### config.mk
export PLATFORM = sky130hd
export DESIGN_NAME = busy_table
export DESIGN_NICKNAME = d
export VERILOG_FILES = /design/src/ooo_pkg.sv /design/src/busy_table.sv
export SDC_FILE = /design/constraint.sdc
export NUM_CORES = 1
export LEC_CHECK = 0
export BUFFER_PORTS_ARGS = -buffer_cell sky130_fd_sc_hd__buf_2
export CORE_MARGIN = 2
export CORE_UTILIZATION = 50
export CTS_CLUSTER_SIZE = 25
export DETAILED_ROUTE_END_ITERATION = 16
export GPL_TIMING_DRIVEN = 0
export PLACE_DENSITY = 0.71
export RECOVER_POWER = 25
export SETUP_SLACK_MARGIN = 0.1
export SYNTH_ARGS = -nofsm -noshare
export SYNTH_HDL_FRONTEND = slang
export SYNTH_SLANG_ARGS = --single-unit
### constraint.sdc
create_clock -name clk -period 1.5 [get_ports clk]
set_input_delay 0.075 -clock clk [delete_from_list [all_inputs] [get_ports clk]]
set_output_delay 0.075 -clock clk [all_outputs]
set_load 0.05 [all_outputs]
### src/ooo_pkg.sv
package ooo_pkg;

  localparam int DISPATCH_WIDTH  = 2;
  localparam int READ_PORTS      = 2 * DISPATCH_WIDTH; // two source reads per lane.
  localparam int PHYS_REGS       = 32;
  localparam int PHYS_ADDR_WIDTH = 5;
  localparam int DATA_WIDTH      = 32;
  localparam int ROB_ADDR_WIDTH  = 4;

  typedef enum logic [2:0] {
    ADD,
    SUB,
    AND,
    OR,
    XOR,
    SLL,
    SRL,
    SLT // signed compare.
  } alu_cmd_t;

  typedef enum logic {
    REG,
    IMM
  } op_type_t;

  // one waiting instruction; op2 of an immediate is stored ready.
  typedef struct packed {
    alu_cmd_t                    alu_cmd;
    logic [PHYS_ADDR_WIDTH-1:0]  op1_tag;
    logic [DATA_WIDTH-1:0]       op1_val;
    logic                        op1_ready;
    logic [PHYS_ADDR_WIDTH-1:0]  op2_tag;
    logic [DATA_WIDTH-1:0]       op2_val;
    logic                        op2_ready;
    logic [PHYS_ADDR_WIDTH-1:0]  phys_rd;
    logic [ROB_ADDR_WIDTH-1:0]   rob_addr;
  } iq_entry_t;

endpackage

### src/busy_table.sv
`timescale 1ns/1ps

module busy_table (
  input  logic                                clk,
  input  logic                                rst,
  input  logic [ooo_pkg::DISPATCH_WIDTH-1:0]  set_en,
  input  logic [ooo_pkg::PHYS_ADDR_WIDTH-1:0] set_tag [ooo_pkg::DISPATCH_WIDTH],
  input  logic [ooo_pkg::DISPATCH_WIDTH-1:0]  clr_en,
  input  logic [ooo_pkg::PHYS_ADDR_WIDTH-1:0] clr_tag [ooo_pkg::DISPATCH_WIDTH],
  input  logic [ooo_pkg::PHYS_ADDR_WIDTH-1:0] rd_tag [ooo_pkg::READ_PORTS],
  output logic [ooo_pkg::READ_PORTS-1:0]      rd_busy
);

  logic [ooo_pkg::PHYS_REGS-1:0] busy;

  always_ff @(posedge clk) begin
    if (rst) begin
      busy <= '0;
    end else begin
      for (int l = 0; l < ooo_pkg::DISPATCH_WIDTH; l++) begin
        if (clr_en[l]) begin
          busy[clr_tag[l]] <= 1'b0;
        end
      end
      // sets come last so a set beats a clear on the same tag.
      for (int l = 0; l < ooo_pkg::DISPATCH_WIDTH; l++) begin
        if (set_en[l]) begin
          busy[set_tag[l]] <= 1'b1;
        end
      end
    end
  end

  always_comb begin
    for (int r = 0; r < ooo_pkg::READ_PORTS; r++) begin
      rd_busy[r] = busy[rd_tag[r]];
      for (int l = 0; l < ooo_pkg::DISPATCH_WIDTH; l++) begin
        if (clr_en[l] && clr_tag[l] == rd_tag[r]) begin
          rd_busy[r] = 1'b0; // written back this cycle.
        end
      end
    end
  end

endmodule

==> results by group <==
Status
  • Status: finished, violations left
  • Failing checks: negative setup slack

Pwr
  • Total power: 2.33 mW
  • Pwr Density: 592 nW/um2
  • VDD IR-drop max: 0.594 mV
  • Leak: approximately 1.5 nW

Drt
  • Initial drt markers: 403
  • Vias: 3493
  • Post-Route WL: 10.9 mm
  • # DRC: 0
  • DR vias/cell: approximately 7.2
  • Drt pass-1 iters: 9
  • Routed len/inst: 22.6 um
  • Final ANT Viol Nets: 0

Die
  • Initial core utilization: a little over half
  • Die W: approximately 86 um
  • Core area: 6460 um2
  • Die footprint: 7440 um2
  • Die Height: 86.2 um
  • Num ports: 50
  • Row count: 29

Synth
  • Net Count, Synth: 403
  • Synth unique cells: 34
  • Top post-synthesis cells by count: nor2_1, a222oi_1, a22oi_1, dfxtp_1, xor2_1
  • Sequential area share after synthesis: a little under a fifth
  • Most common cell in the netlist: nor2_1
  • Cells after synthesis: 357
  • Number of synthesized flops with an enable pin: 0
  • Avg Inst Size Synth: 9.47 um2
  • Share of the synthesized area in the top cell type: about a fifth
  • Fraction of registers with async set/reset: 0%
  • Post-synth top area cell: dfxtp_1
  • FF+latch count, synth: 32
  • Synth Warn #: 0
  • Primary FF master, synth: dfxtp_1
  • Synth Cell Area: 3380 um2
  • Synth top area cells: dfxtp_1, mux4_2, a222oi_1

Worst setup path
  • Worst Path Arrival: 1.95 ns
  • Slowest CP cell: mux4_2
  • Worst setup SP type: register
  • Kind of critical path: register to output pin
  • R2R setup slack: 0.46 ns
  • Crit path max fanout: 5
  • Crit path cell chain: mux4_2 > mux2i_1 > o21ai_1 > a311oi_2 > a311oi_4 > buf_6
  • Crit end category: output pin
  • Reg-to-Reg Start: busy[11]
  • Capturing point of the worst reg2reg path: busy[11]
  • CP Data Required Time: about 1.4 ns
  • Max incr delay on CP: 0.48 ns
  • Length in cells of the worst reg-to-reg path: 3

Timing
  • Setup ws final: -0.521 ns
  • Final hold violations: 0
  • Final period util: 135%
  • RSZ-0062 raised after global routing: yes
  • Setup skew after layout: 0 ns
  • Final min period: 2.02 ns
  • Pins Over Slew Limit: 0
  • Slew HR: 50.3%
  • Final Setup Violations: 4
  • Worst-margin pin slew: 0.742 ns
  • Fmax: 0.495 GHz

Finish
  • Finished Layout Cells: 484
  • Max reg flops: 32
  • Largest regs: busy x32
  • Final core occ: about three fifths
  • Largest register by flop count: busy
  • Fin nets: 452
  • Layout fillers: 558
  • Diodes inserted: 0
  • Area grow syn2layout: 16.3%
  • Layout cells sized above 1: around 33%

Clocking
  • CTS Buf Count: 5
  • CTS tree: done
  • Longest Clk Path Bufs: 2
  • CTS H-tree lvls: 2
  • Clk slew on worst S/H paths: 0.06 ns
  • CTS sink cnt: 32
  • Clock Root Buffer: clkbuf_8
  • Worst-Skew Late Latency: 0.28 ns

Global route
  • Initial antenna violation count: 0
  • Largest net degree at the start of global routing: 11
  • First-pass GRT wire length: approximately 17 mm
  • GRT Overall Usage: around 30%
  • Gr ovfl total: 0
  • Vias in the first global route: 3354

Job
  • Max cap viols: 0

Placement
  • Detail Placement HPWL: 8.23 mm
  • RePlAce Congestion: approximately 0.94
  • Port bufs: 38
  • Post-Place Cells: 472

Min path
  • Worst Hold Depth: 4
  • Hold Path Class: input pin to register
  • Hold endpoint: busy[8]
  • Hold wc startpoint: set_tag[5]
## power breakdown
part | internal (mW) | total, mW | leakage (nW) | switching, mW
Clock | 0.373 | 0.668 | 0.0455 | 0.294
Sequential | 0.870 | 0.906 | 0.268 | 0.0360
Combinational | 0.316 | 0.754 | 1.17 | 0.438
## kinds of logic after synthesis
| kind of cell | after synthesis | share of synthesized area (%) |
|---|---|---|
| AND/OR/NAND/NOR | 122 | 19.2 |
| AO/OA/AOI/OAI | 83 | 20.2 |
| flip-flops | 32 | 18.9 |
| buffers and inverters | 33 | 5.59 |
| multiplexers | 47 | 25.7 |
| XOR/XNOR | 40 | 10.4 |
## routing by layer
layer	global-route usage (%)	vias up	wire length (um)	part of all wire, %
li1	-	1545	-	-
met4	9.80	0	156	1.4
met3	4.38	15	1150	11
met2	48.8	266	5230	48
met5	0	-	0	0
met1	41.2	1667	4390	40
## placed cells by master, fill, tap and decap left out, drive strengths merged, types with 9 or more instances in the layout
master | synthesis | routed
mux2i | 11 | 11
nand2 | 16 | 16
a222oi | 32 | 32
a22oi | 32 | 32
nor3b | 16 | 16
nand3 | 9 | 9
nor2 | 48 | 48
xor2 | 32 | 32
buf | 26 | 64
mux4 | 29 | 29
clkbuf | 7 | 18
dfxtp | 32 | 32
## critical path: cells and delay by family (launching register included)
| family | cells | cell delay (ns) |
|---|---|---|
| AOI/OAI and AO/OA | 3 | 0.46 |
| muxes | 2 | 0.66 |
| DFF | 1 | 0.36 |
| buffers and inverters | 1 | 0.19 |
## metrics by stage
stage	setup TNS, ns	hold slack, ns	cell area (um2)	setup WS [ns]
2_1_floorplan	0	0.147	3450	0.00552
3_3_place_gp	-1.27	0.304	3730	-0.336
3_5_place_dp	-1.68	0.295	3730	-0.326
4_1_cts	-1.82	0.353	3920	-0.500
5_1_grt	-2.24	0.448	3930	-0.573
6_report	-1.79	0.366	3930	-0.521
## timing repair
action,4_1_cts,5_1_grt
resized for setup,26,10
hold buffers,1,0
setup endpoints to repair,4,7
pin swaps,5,3
buffers inserted,3,0
endpoints found under the hold margin,2,0
## cell type report
type                            count  area, um2  area share, %
Tap cell                           77       96.3           2.45
Clock buffer                        8       90.1           2.29
Sequential cell                    32        667           17.0
Multi-Input combinational cell    292       2650           67.3
Timing Repair Buffer               42        245           6.23
Buffer                             33        189           4.80
## how the worst max path moves through the flow
stage | slack [ns] | start | to
floorplan | 0.006 | busy[21] | rd_busy[0]
global placement | -0.34 | rd_tag[5] | rd_busy[2]
detailed placement | -0.33 | rd_tag[5] | rd_busy[2]
CTS | -0.50 | busy[3] | rd_busy[0]
global route | -0.57 | busy[3] | rd_busy[0]
finish | -0.52 | busy[3] | rd_busy[0]
Power figures use the tool's default switching activity.
